==> config.mk <==
export PLATFORM = sky130hd
export DESIGN_NAME = ex_stage
export DESIGN_NICKNAME = d
export VERILOG_FILES = /design/src/hw/ex_pkg.sv /design/src/hw/operand_decode.sv /design/src/hw/alu.sv /design/src/hw/branch_resolve.sv /design/src/hw/alu_lane.sv /design/src/hw/cdb_result_reg.sv /design/src/hw/ex_stage.sv
export SDC_FILE = /design/constraint.sdc
export NUM_CORES = 2
export LEC_CHECK = 0
export ABC_AREA = 1
export BUFFER_PORTS_ARGS = -buffer_cell sky130_fd_sc_hd__buf_2
export CAP_MARGIN = 40
export CELL_PAD_IN_SITES_DETAIL_PLACEMENT = 1
export CELL_PAD_IN_SITES_GLOBAL_PLACEMENT = 2
export CORE_UTILIZATION = 29
export DETAILED_ROUTE_END_ITERATION = 10
export PLACE_DENSITY_LB_ADDON = 0.1
export REMOVE_ABC_BUFFERS = 1
export SLEW_MARGIN = 30
export SYNTH_ARGS = -nofsm -noshare
export SYNTH_HDL_FRONTEND = slang
export SYNTH_HIERARCHICAL = 1
export SYNTH_SLANG_ARGS = --single-unit
==> constraint.sdc <==
create_clock -name clock -period 6.6 [get_ports clock]
set_clock_uncertainty 0.05 [all_clocks]
set_input_delay 1.32 -clock clock [delete_from_list [all_inputs] [get_ports clock]]
set_output_delay 1.32 -clock clock [all_outputs]
set_load 0.005 [all_outputs]
==> src/hw/ex_pkg.sv <==
// execute stage shared types
package ex_pkg;

	//////////////////////////////////////////////////////////////////////
	// widths and constants
	//////////////////////////////////////////////////////////////////////

	localparam int XLEN      = 64;  // datapath width
	localparam int NUM_LANES = 2;   // two-way issue
	localparam int AR_IDX_W  = 5;   // architectural reg index
	localparam int PR_IDX_W  = 7;   // physical reg index

	localparam logic [AR_IDX_W-1:0] ZERO_REG = 5'd31; // r31 reads as zero

	// poison values, easy to spot in waves
	localparam logic [XLEN-1:0] OPB_POISON = 64'hbaad_beef_dead_beef;
	localparam logic [XLEN-1:0] ALU_POISON = 64'hdead_beef_baad_beef;

	//////////////////////////////////////////////////////////////////////
	// decoder encodings
	//////////////////////////////////////////////////////////////////////

	typedef enum logic [4:0] {
		ALU_ADD    = 5'd0,
		ALU_SUB    = 5'd1,
		ALU_AND    = 5'd2,
		ALU_BIC    = 5'd3,  // and with complement
		ALU_BIS    = 5'd4,  // or
		ALU_ORNOT  = 5'd5,
		ALU_XOR    = 5'd6,
		ALU_EQV    = 5'd7,  // xnor
		ALU_SRL    = 5'd8,
		ALU_SLL    = 5'd9,
		ALU_SRA    = 5'd10,
		ALU_CMPULT = 5'd11,
		ALU_CMPEQ  = 5'd12,
		ALU_CMPULE = 5'd13,
		ALU_CMPLT  = 5'd14,
		ALU_CMPLE  = 5'd15
	} alu_func_e;

	typedef enum logic [1:0] {
		OPA_REGA     = 2'd0,
		OPA_MEM_DISP = 2'd1,
		OPA_NPC      = 2'd2,
		OPA_NOT3     = 2'd3  // ~3, aligns jump targets
	} opa_sel_e;

	// code 3 has no meaning here
	typedef enum logic [1:0] {
		OPB_REGB    = 2'd0,
		OPB_ALU_IMM = 2'd1,
		OPB_BR_DISP = 2'd2
	} opb_sel_e;

	//////////////////////////////////////////////////////////////////////
	// issue and completion packets
	//////////////////////////////////////////////////////////////////////

	typedef struct packed {
		logic [XLEN-1:0]     npc;        // pc + 4
		logic [31:0]         ir;         // raw instruction word
		logic [XLEN-1:0]     rega;       // prf read port a
		logic [XLEN-1:0]     regb;       // prf read port b
		logic [AR_IDX_W-1:0] dest_ar;
		logic [PR_IDX_W-1:0] dest_pr;
		opa_sel_e            opa_sel;
		opb_sel_e            opb_sel;
		alu_func_e           alu_func;
		logic                cond_br;
		logic                uncond_br;
		logic                pred_taken; // fetch prediction
		logic [XLEN-1:0]     pred_addr;
		logic                valid;
	} ex_issue_t;

	typedef struct packed {
		logic                complete;
		logic [AR_IDX_W-1:0] dest_ar;
		logic [PR_IDX_W-1:0] dest_pr;
		logic [XLEN-1:0]     result;       // write-back value
		logic                write_enable;
		logic                exception;    // mispredict, flush needed
		logic [XLEN-1:0]     actual_addr;
		logic                actual_taken;
	} cdb_packet_t;

endpackage

==> src/hw/operand_decode.sv <==
// alu operand decode
module operand_decode
	import ex_pkg::*;
(
	input  logic            clock,   // assertion sampling only
	input  logic [31:0]     ir,
	input  logic [XLEN-1:0] npc,
	input  logic [XLEN-1:0] rega,
	input  logic [XLEN-1:0] regb,
	input  opa_sel_e        opa_sel,
	input  opb_sel_e        opb_sel,
	input  logic            valid,
	output logic [XLEN-1:0] opa,
	output logic [XLEN-1:0] opb
);

	logic [XLEN-1:0] mem_disp;
	logic [XLEN-1:0] br_disp;
	logic [XLEN-1:0] alu_imm;
	logic [XLEN-1:0] not3;

	//////////////////////////////////////////////////////////////////////
	// immediates
	//////////////////////////////////////////////////////////////////////

	// memory format, 16-bit signed displacement
	assign mem_disp = {{(XLEN-16){ir[15]}}, ir[15:0]};

	// branch format, 21-bit signed word offset
	assign br_disp = {{(XLEN-23){ir[20]}}, ir[20:0], 2'b00};

	// operate format literal, unsigned 8 bits
	assign alu_imm = {{(XLEN-8){1'b0}}, ir[20:13]};

	assign not3 = {{(XLEN-2){1'b1}}, 2'b00}; // mask for jmp target

	//////////////////////////////////////////////////////////////////////
	// operand muxes
	//////////////////////////////////////////////////////////////////////

	always_comb
	begin
		case (opa_sel)
			OPA_REGA:     opa = rega;
			OPA_MEM_DISP: opa = mem_disp;
			OPA_NPC:      opa = npc;
			default:      opa = not3;  // OPA_NOT3
		endcase
	end

	always_comb
	begin
		case (opb_sel)
			OPB_REGB:    opb = regb;
			OPB_ALU_IMM: opb = alu_imm;
			OPB_BR_DISP: opb = br_disp;
			default:     opb = OPB_POISON; // bad select from decoder
		endcase
	end

	// decoder never issues the spare opb code on a live instruction
	a_opb_sel_legal: assert property (@(posedge clock)
		valid |-> (opb_sel inside {OPB_REGB, OPB_ALU_IMM, OPB_BR_DISP}))
		else $error("operand_decode: illegal opb_sel %0d on valid issue", opb_sel);

endmodule

==> src/hw/alu.sv <==
// 64-bit integer alu
module alu
	import ex_pkg::*;
(
	input  logic [XLEN-1:0] opa,
	input  logic [XLEN-1:0] opb,
	input  alu_func_e       func,
	output logic [XLEN-1:0] result
);

	logic [5:0] shamt;   // shifts only look at six bits
	logic       lt_s;    // signed a < b
	logic       lt_u;    // unsigned a < b
	logic       eq;

	// signed compare from sign bits
	function automatic logic signed_lt(
		input logic [XLEN-1:0] a,
		input logic [XLEN-1:0] b
	);
		if (a[XLEN-1] == b[XLEN-1])
			return a < b;      // same sign, unsigned order holds
		else
			return a[XLEN-1];  // negative one is smaller
	endfunction

	assign shamt = opb[5:0];
	assign lt_u  = opa < opb;
	assign eq    = opa == opb;
	assign lt_s  = signed_lt(opa, opb);

	//////////////////////////////////////////////////////////////////////
	// function select
	//////////////////////////////////////////////////////////////////////

	always_comb
	begin
		case (func)
			// arithmetic
			ALU_ADD:    result = opa + opb;
			ALU_SUB:    result = opa - opb;

			// logical
			ALU_AND:    result = opa & opb;
			ALU_BIC:    result = opa & ~opb;
			ALU_BIS:    result = opa | opb;
			ALU_ORNOT:  result = opa | ~opb;
			ALU_XOR:    result = opa ^ opb;
			ALU_EQV:    result = opa ^ ~opb;

			// shifts
			ALU_SRL:    result = opa >> shamt;
			ALU_SLL:    result = opa << shamt;
			ALU_SRA:    result = $signed(opa) >>> shamt;  // sign fill

			// compares, 0 or 1 in bit 0
			ALU_CMPULT: result = {{(XLEN-1){1'b0}}, lt_u};
			ALU_CMPEQ:  result = {{(XLEN-1){1'b0}}, eq};
			ALU_CMPULE: result = {{(XLEN-1){1'b0}}, lt_u | eq};
			ALU_CMPLT:  result = {{(XLEN-1){1'b0}}, lt_s};
			ALU_CMPLE:  result = {{(XLEN-1){1'b0}}, lt_s | eq};

			// codes 16..31 not decoded
			default:    result = ALU_POISON;
		endcase
	end

endmodule

==> src/hw/branch_resolve.sv <==
// branch resolution
module branch_resolve
	import ex_pkg::*;
(
	input  logic [XLEN-1:0] rega,       // value under test
	input  logic [2:0]      cond_func,  // ir[28:26]
	input  logic            cond_br,
	input  logic            uncond_br,
	input  logic            pred_taken,
	input  logic [XLEN-1:0] pred_addr,
	input  logic [XLEN-1:0] target,     // alu computed address
	output logic            taken,
	output logic            exception
);

	logic base_cond;  // before inversion
	logic cond;
	logic is_zero;
	logic is_neg;

	assign is_zero = rega == '0;
	assign is_neg  = rega[XLEN-1];

	//////////////////////////////////////////////////////////////////////
	// condition test
	//////////////////////////////////////////////////////////////////////

	always_comb
	begin
		case (cond_func[1:0])
			2'b00:   base_cond = ~rega[0];          // lsb clear
			2'b01:   base_cond = is_zero;           // eq zero
			2'b10:   base_cond = is_neg;            // lt zero
			default: base_cond = is_neg | is_zero;  // le zero
		endcase
	end

	assign cond = base_cond ^ cond_func[2];  // bit 28 flips sense

	//////////////////////////////////////////////////////////////////////
	// taken and mispredict
	//////////////////////////////////////////////////////////////////////

	assign taken = uncond_br | (cond_br & cond);

	always_comb
	begin
		exception = 1'b0;
		if (cond_br && (taken != pred_taken))
			exception = 1'b1;  // direction wrong
		if (uncond_br && (target != pred_addr))
			exception = 1'b1;  // jump target wrong
	end

endmodule

==> src/hw/alu_lane.sv <==
// single execute lane
module alu_lane
	import ex_pkg::*;
(
	input  logic        clock,
	input  ex_issue_t   issue,
	output cdb_packet_t next_pkt
);

	logic [XLEN-1:0] opa;
	logic [XLEN-1:0] opb;
	logic [XLEN-1:0] alu_result;
	logic            taken;
	logic            exception;

	operand_decode u_decode (
		.clock   (clock),
		.ir      (issue.ir),
		.npc     (issue.npc),
		.rega    (issue.rega),
		.regb    (issue.regb),
		.opa_sel (issue.opa_sel),
		.opb_sel (issue.opb_sel),
		.valid   (issue.valid),
		.opa     (opa),
		.opb     (opb)
	);

	alu u_alu (
		.opa    (opa),
		.opb    (opb),
		.func   (issue.alu_func),
		.result (alu_result)
	);

	// condition always checks rega
	branch_resolve u_branch (
		.rega       (issue.rega),
		.cond_func  (issue.ir[28:26]),
		.cond_br    (issue.cond_br),
		.uncond_br  (issue.uncond_br),
		.pred_taken (issue.pred_taken),
		.pred_addr  (issue.pred_addr),
		.target     (alu_result),
		.taken      (taken),
		.exception  (exception)
	);

	// packet assembly, all zero on an empty slot
	always_comb
	begin
		next_pkt = '0;
		if (issue.valid)
		begin
			next_pkt.complete     = issue.valid;
			next_pkt.write_enable = issue.valid;
			next_pkt.dest_ar      = issue.dest_ar;
			next_pkt.dest_pr      = issue.dest_pr;
			next_pkt.exception    = exception;
			next_pkt.actual_addr  = alu_result;
			next_pkt.actual_taken = taken;
			if (issue.dest_ar == ZERO_REG)
				next_pkt.result = '0;           // r31 sink
			else if (taken)
				next_pkt.result = issue.npc;    // link value, this lane's npc
			else
				next_pkt.result = alu_result;
		end
	end

endmodule

==> src/hw/cdb_result_reg.sv <==
// completion output register
module cdb_result_reg
	import ex_pkg::*;
(
	input  logic                        clock,
	input  logic                        rst,
	input  cdb_packet_t [NUM_LANES-1:0] next_pkt,
	output cdb_packet_t [NUM_LANES-1:0] cdb
);

	//////////////////////////////////////////////////////////////////////
	// per-lane register
	//////////////////////////////////////////////////////////////////////

	always_ff @(posedge clock)
	begin
		if (rst)
		begin
			cdb <= '0;  // no completions out of reset
		end
		else
		begin
			for (int i = 0; i < NUM_LANES; i++)
			begin
				// empty slot broadcasts nothing
				if (next_pkt[i].complete)
					cdb[i] <= next_pkt[i];
				else
					cdb[i] <= '0;
			end
		end
	end

	//////////////////////////////////////////////////////////////////////
	// bus checks
	//////////////////////////////////////////////////////////////////////

	for (genvar g = 0; g < NUM_LANES; g++)
	begin : g_chk
		// flush request must ride on a real completion
		a_exc_has_complete: assert property (@(posedge clock) disable iff (rst)
			cdb[g].exception |-> cdb[g].complete)
			else $error("cdb lane %0d: exception without complete", g);

		// prf write and cdb broadcast go together
		a_we_is_complete: assert property (@(posedge clock) disable iff (rst)
			cdb[g].write_enable == cdb[g].complete)
			else $error("cdb lane %0d: write_enable differs from complete", g);
	end

endmodule

==> src/hw/ex_stage.sv <==
// two-lane execute stage
module ex_stage
	import ex_pkg::*;
(
	input  logic                        clock,
	input  logic                        rst,
	input  ex_issue_t   [NUM_LANES-1:0] issue,  // from reservation station
	output cdb_packet_t [NUM_LANES-1:0] cdb     // to cdb and prf
);

	cdb_packet_t [NUM_LANES-1:0] next_pkt;  // unregistered lane outputs

	//////////////////////////////////////////////////////////////////////
	// lanes
	//////////////////////////////////////////////////////////////////////

	for (genvar g = 0; g < NUM_LANES; g++)
	begin : g_lane
		alu_lane u_lane (
			.clock    (clock),
			.issue    (issue[g]),
			.next_pkt (next_pkt[g])
		);
	end

	// one cycle to the bus
	cdb_result_reg u_result (
		.clock    (clock),
		.rst      (rst),
		.next_pkt (next_pkt),
		.cdb      (cdb)
	);

endmodule

# Word level (Yosys, flattened, before mapping)
# Cells that the tools add are included.
totals:
  ff_bits: 288
  word_cells: 154
  in_bits: 628
  out_inout_bits: 288
classes:
  shift: 6
  eq_ne: 52
  n_reduce_logical: 20
  add_sub_neg: 4
  n_lt_le_gt_ge: 2
  mux: 22
  bitwise_logic: 32
ops:
  columns: ["op", "count"]
  rows:
  - ["one-hot mux 64 bit (16 select lines)", 2]
  - ["one-hot mux 64 bit (3 select lines)", 4]
  - ["2-to-1 mux 144 bit", 4]
  - ["bitwise AND 64 bit", 4]
  - ["2-to-1 mux 64 bit", 4]
  - ["OR 64 bit", 4]
  - ["XOR 64 bit", 4]
  - ["adder 64 bit", 2]
  - ["== test 64 bit", 2]
  - ["logical NOT 64 bit", 2]
  - ["< comparator 64 bit", 2]
  - ["inequality test 64 bit", 2]
  - ["NOT 64 bit", 2]
  - ["<< shifter 64 x 6 -> 64 bit", 2]
  - ["right shift 64 x 6 -> 64 bit", 2]
  - [">>> shifter 64 x 6 -> 64 bit", 2]
  - ["subtractor 64 bit", 2]
  - ["== test 5 x 4 -> 1 bit (second input constant)", 16]
  - ["== test 5 x 3 -> 1 bit (second input constant)", 8]
  - ["== test 5 x 2 -> 1 bit (second input constant)", 4]
  - ["== test 2 x 1 -> 1 bit (second input constant)", 6]
  - ["== test 2 bit (second input constant)", 6]
  - ["logical NOT 2 bit", 6]
  - ["== test 5 x 1 -> 1 bit (second input constant)", 2]
  - ["other kinds (14)", 44]

# Logic depth before layout (Yosys ltp)
logic_depth:
  ltp_word: 13
  mapped_depth: 38
  mapped_depth_nobuf: 34

# Hierarchy
# Netlist, hierarchy kept.
modules_own_cells:
  columns: ["mod", "seq_area_each_um2", "cells_each", "area_each_um2", "n_inst"]
  rows:
  - ["alu", 0.0, 4908, 23224.8, 2]
  - ["cdb_result_reg", 5765.5, 895, 8174.1, 1]
  - ["alu_lane", 0.0, 510, 2073.2, 2]
  - ["operand_decode", 0.0, 415, 1896.8, 2]
  - ["branch_resolve", 0.0, 202, 1121.1, 2]

# Worst setup path after synthesis
# No wires, ideal clock.
synth_timing:
  kind: "input-to-reg"
  start: "input issue[74] (netlist name)"
  end: "register u_result/cdb[65] (netlist name)"
  arrival_ps: 5095
  setup_slack_ps: 1340
  cell_stages: 33
  setup_time_ps: 116
  cell_sequence: "buf_2 > buf_2 > o21ai_0 > nand3_1 > clkinv_1 > clkbuf_1 > clkbuf_1 > buf_2 > ha_1 > buf_2 > nand2_1 > inv_1 > a21oi_1 > nand3_1 > nand3_1 > nand2_1 > nand2_1 > nand2_1 > nand3_1 > nand2_1 > nand3_1 > nand3_1 > xor2_1 > nor4_1 > nand2_1 > nor2_1 > nand2_1 > nand2_1 > nand2_1 > nand2_1 > inv_1 > inv_1 > nor2_1"
synth_via:
  elab_cells_between_ends: 26
synth_lines:
  columns: ["element", "line_no", "source"]
  rows:
  - ["start, declared", "ex_stage.sv:7", "input ex_issue_t [NUM_LANES-1:0] issue,"]
  - ["== test 2 bit, or another cell as far along", "operand_decode.sv:53", "case (opb_sel)"]
  - ["one-hot mux 64 bit (3 select lines) *", "operand_decode.sv:53", null]
  - ["via g_lane[0].u_lane.opb[3]", "alu_lane.sv:11", "logic [XLEN-1:0] opb;"]
  - ["subtractor 64 bit, or another cell as far along", "alu.sv:41", "ALU_SUB: result = opa - opb;"]
  - ["one-hot mux 64 bit (16 select lines) *", "alu.sv:38", "case (func)"]
  - ["via g_lane[0].u_lane.alu_result[48]", "alu_lane.sv:12", "logic [XLEN-1:0] alu_result;"]
  - ["inequality test 64 bit *", "branch_resolve.sv:51", "if (uncond_br && (target != pred_addr))"]
  - ["logical AND 1 bit *", "branch_resolve.sv:51", null]
  - ["2-to-1 mux 1 bit *", "branch_resolve.sv:51", null]
  - ["via g_lane[0].u_lane.exception", "alu_lane.sv:14", "logic exception;"]
# The timed path passes the listed nets; every way through them passes the cells marked *.
# A chain may end at the register's enable or synchronous reset.

# Final worst setup path
layout_timing:
  start: "input issue[388] (netlist name)"
  end: "register u_result/cdb[209] (netlist name)"
layout_via:
  elab_cells_between_ends: 25
layout_lines:
  columns: ["element", "line_no", "source"]
  rows:
  - ["== test 2 bit, or another cell as far along", "operand_decode.sv:43", "case (opa_sel)"]
  - ["one-hot mux 64 bit (3 select lines) *", "operand_decode.sv:43", null]
  - ["via g_lane[1].u_lane.opa[4]", "alu_lane.sv:10", "logic [XLEN-1:0] opa;"]
  - ["subtractor 64 bit, or another cell as far along", "alu.sv:41", null]
  - ["one-hot mux 64 bit (16 select lines) *", "alu.sv:38", null]
  - ["via g_lane[1].u_lane.alu_result[51]", "alu_lane.sv:12", null]
  - ["inequality test 64 bit *", "branch_resolve.sv:51", null]
  - ["logical AND 1 bit *", "branch_resolve.sv:51", null]
  - ["2-to-1 mux 1 bit *", "branch_resolve.sv:51", null]
  - ["via g_lane[1].u_lane.exception", "alu_lane.sv:14", null]
# Marked as above.

==> results.json <==
{
  "status": "finished, final reports clean",
  "drc": 0,
  "rows": 173,
  "cap_violations": 0,
  "grt_pass1_vias": 97000,
  "timing.final.ws_setup_ns": 0.262,
  "top_regs": "u_result/cdb x288",
  "hold_end": "u_result/cdb[139]$_SDFF_PP0_",
  "wl_per_cell_um": 30.6,
  "ys_seq_area_share_pct": 8.90,
  "maxSlewHeadroom_pct": 37.9,
  "ir_drop_v": 0.000175,
  "startpoint_type": "input port",
  "die_h_um": 475,
  "cts_max_path_buffers": 3,
  "clock-sinks": 288,
  "power_density_nw_per_um2": 169,
  "power_switching_mw": 8.25,
  "ys_seq_elements": 288,
  "p_leak_nw": 47.3,
  "grt_pass1_wl_mm": 741,
  "endpoint_kind": "flop",
  "final_common_cell": "nand2_1",
  "numPortBuffers": 899,
  "core_area_um2": 222000,
  "ctsHoldBuffers": 0,
  "yosys_warnings": 6,
  "grt_max_degree": 97,
  "final_core_util_pct": 38.5,
  "die_area_um2": 225000,
  "cts_tree": "done",
  "hold_viol": 0,
  "syn_avg_cell_area_um2": 5.00,
  "io-pin-count": 916,
  "grt.total_usage_pct": 46.7,
  "holdPathStages": 5,
  "drtIter0Drc": 13300,
  "swShare_pct": 57.0,
  "whs_ns": 0.977,
  "fin_setup_tns_ns": 0,
  "async_flop_share_pct": 0,
  "finalPower_mw": 14.5,
  "p_comb_share_pct": 75.7,
  "final_cell_mix": "nand2_1 (4054), nand3_1 (2358), inv_1 (1842)",
  "area_delta_synth_final_pct": 31.9,
  "nets": 15800,
  "ctsResizeCount": 0,
  "cts_root_buf": "clkbuf_16",
  "grt_antenna_before_repair": 117,
  "power_frac_seq_pct": 12.6,
  "place.gp.congestion": 1.14,
  "crit_required_ns": 6.99,
  "post-route-period-util_pct": 96.0,
  "htreeDepth": 1,
  "period_needed_ns": 6.34,
  "worstHoldStart": "issue[85]",
  "syn-cell-area_um2": 64800,
  "vias_per_cell": 5.64,
  "crit_type": "in2reg",
  "regMostFlops": "u_result/cdb",
  "start_util_pct": 29.2,
  "num_vias": 102000,
  "rsz0062_at_grt": "false",
  "ant_nets": 0,
  "pre_cts_ws_ns": -0.0946,
  "cp_data_arrival_time_ns": 6.73,
  "worst_path_max_delay_cell": "ha_1",
  "power_frac_clock_pct": 11.7,
  "numCtsBuffers": 27,
  "clkTransAtPathRegs_ns": 0.07,
  "synth_edf_count": 0,
  "drive_above_1_share_pct": 19.0,
  "drv_slew": 0,
  "post-cts-setup-buffers": 0,
  "max_freq_ghz": 0.158,
  "p_int_mw": 6.23,
  "netlist-cell-type-count": 60,
  "fp.dieW_um": 475,
  "worstPathMaxFanout": 13,
  "finalSetupViolations": 0,
  "critPathMostFrequentCell": "nand2_1",
  "tightest_slew_ns": 0.930,
  "worstHoldPathType": "in2reg",
  "hpwl_mm": 477,
  "cp_slowest_stage_delay_ns": 0.52,
  "netlist_instances": 13000,
  "largest_register_ff_count": 288,
  "routed_wl_mm": 552,
  "drt_first_pass_iters": 6,
  "grt_overflow_total": 0,
  "synth_flop_cell": "dfxtp_1"
}
==> metrics by stage <==
step,area (um^2),std cells
after global routing,85400,18000
after global placement,84300,17900
after detailed placement,84300,17900
final,85500,18000
after floorplan,61400,12300
after CTS,85200,17900
==> critical path, delay by kind of cell <==
family / cells / cell delay (ns)
buffers and inverters: 8 / 1.14
AO/OA/AOI/OAI: 2 / 0.53
adder cells (fa/ha/maj): 1 / 0.52
AND/OR/NAND/NOR: 23 / 3.22
==> worst max path at each step <==
| stage | slack, ns | from | cells after the start | end |
|---|---|---|---|---|
| final | 0.26 | issue[388] | 34 | u_result/cdb[209]$_SDFF_PP0_ |
| after global routing | 0.05 | issue[75] | 32 | u_result/cdb[65]$_SDFF_PP0_ |
| after CTS | 0.51 | issue[386] | 32 | u_result/cdb[209]$_SDFF_PP0_ |
| after detailed placement | -0.09 | issue[386] | 32 | u_result/cdb[209]$_SDFF_PP0_ |
| after global placement | -0.003 | issue[75] | 31 | u_result/cdb[65]$_SDFF_PP0_ |
| after floorplan | -4.01 | issue[386] | 28 | u_result/cdb[209]$_SDFF_PP0_ |
==> per-layer routing <==
layer  GRT usage [%]  vias up  wire length, um
li1                -    45300                -
met1            62.8    49600           231000
met2            62.6     5732           210000
met3            18.2      901            78000
met4            25.0       26            32500
met5               0        -              162
==> cell type report <==
type | instances | area [um^2]
clock buffers | 32 | 734
fillers | 31600 | 137000
flip-flops and latches | 288 | 5770
diodes | 79 | 198
multi-input cells | 10100 | 48700
inverters | 1887 | 7100
well taps | 2975 | 3720
repair buffers | 2595 | 19100
clock inverters | 17 | 183
==> power groups by stage <==
stage	registers (mW)	logic [mW]	clock network [mW]
finish	1.83	11.0	1.69
global route	1.83	11.4	1.76
CTS	1.83	10.4	1.71
detailed placement	1.87	10.4	0
global placement	1.87	10.2	0
floorplan	1.87	4.72	0
==> Yosys cell counts, types with 64 or more instances <==
cell type,count,share of area [%]
nor3_1,106,0.82
ha_1,256,4.9
o211ai_1,104,1.2
nand2_1,4058,24
a21oi_1,490,3.8
o21ai_0,480,3.7
dfxtp_1,288,8.9
buf_1,76,0.44
inv_1,1844,11
nor2_1,1324,7.7
xor2_1,120,1.6
nand3_1,2366,18
xnor2_1,122,1.6
clkbuf_1,132,0.76
o21ai_1,64,0.49
nand4_1,178,1.7
buf_2,320,2.5
==> cells by family (layout without fill, tap and decap cells) <==
| family | after synthesis | after routing | share of synthesized area, % |
|---|---|---|---|
| mux | 8 | 8 | 0.124 |
| simple gates | 8298 | 8298 | 55.0 |
| flops | 288 | 288 | 8.90 |
| fa+ha+maj | 260 | 260 | 5.07 |
| other cells | 0 | 79 | 0 |
| compound gates | 1336 | 1336 | 11.5 |
| xor+xnor | 242 | 242 | 3.27 |
| buf+inv | 2533 | 4531 | 16.2 |
Power figures use the tool's default switching activity.
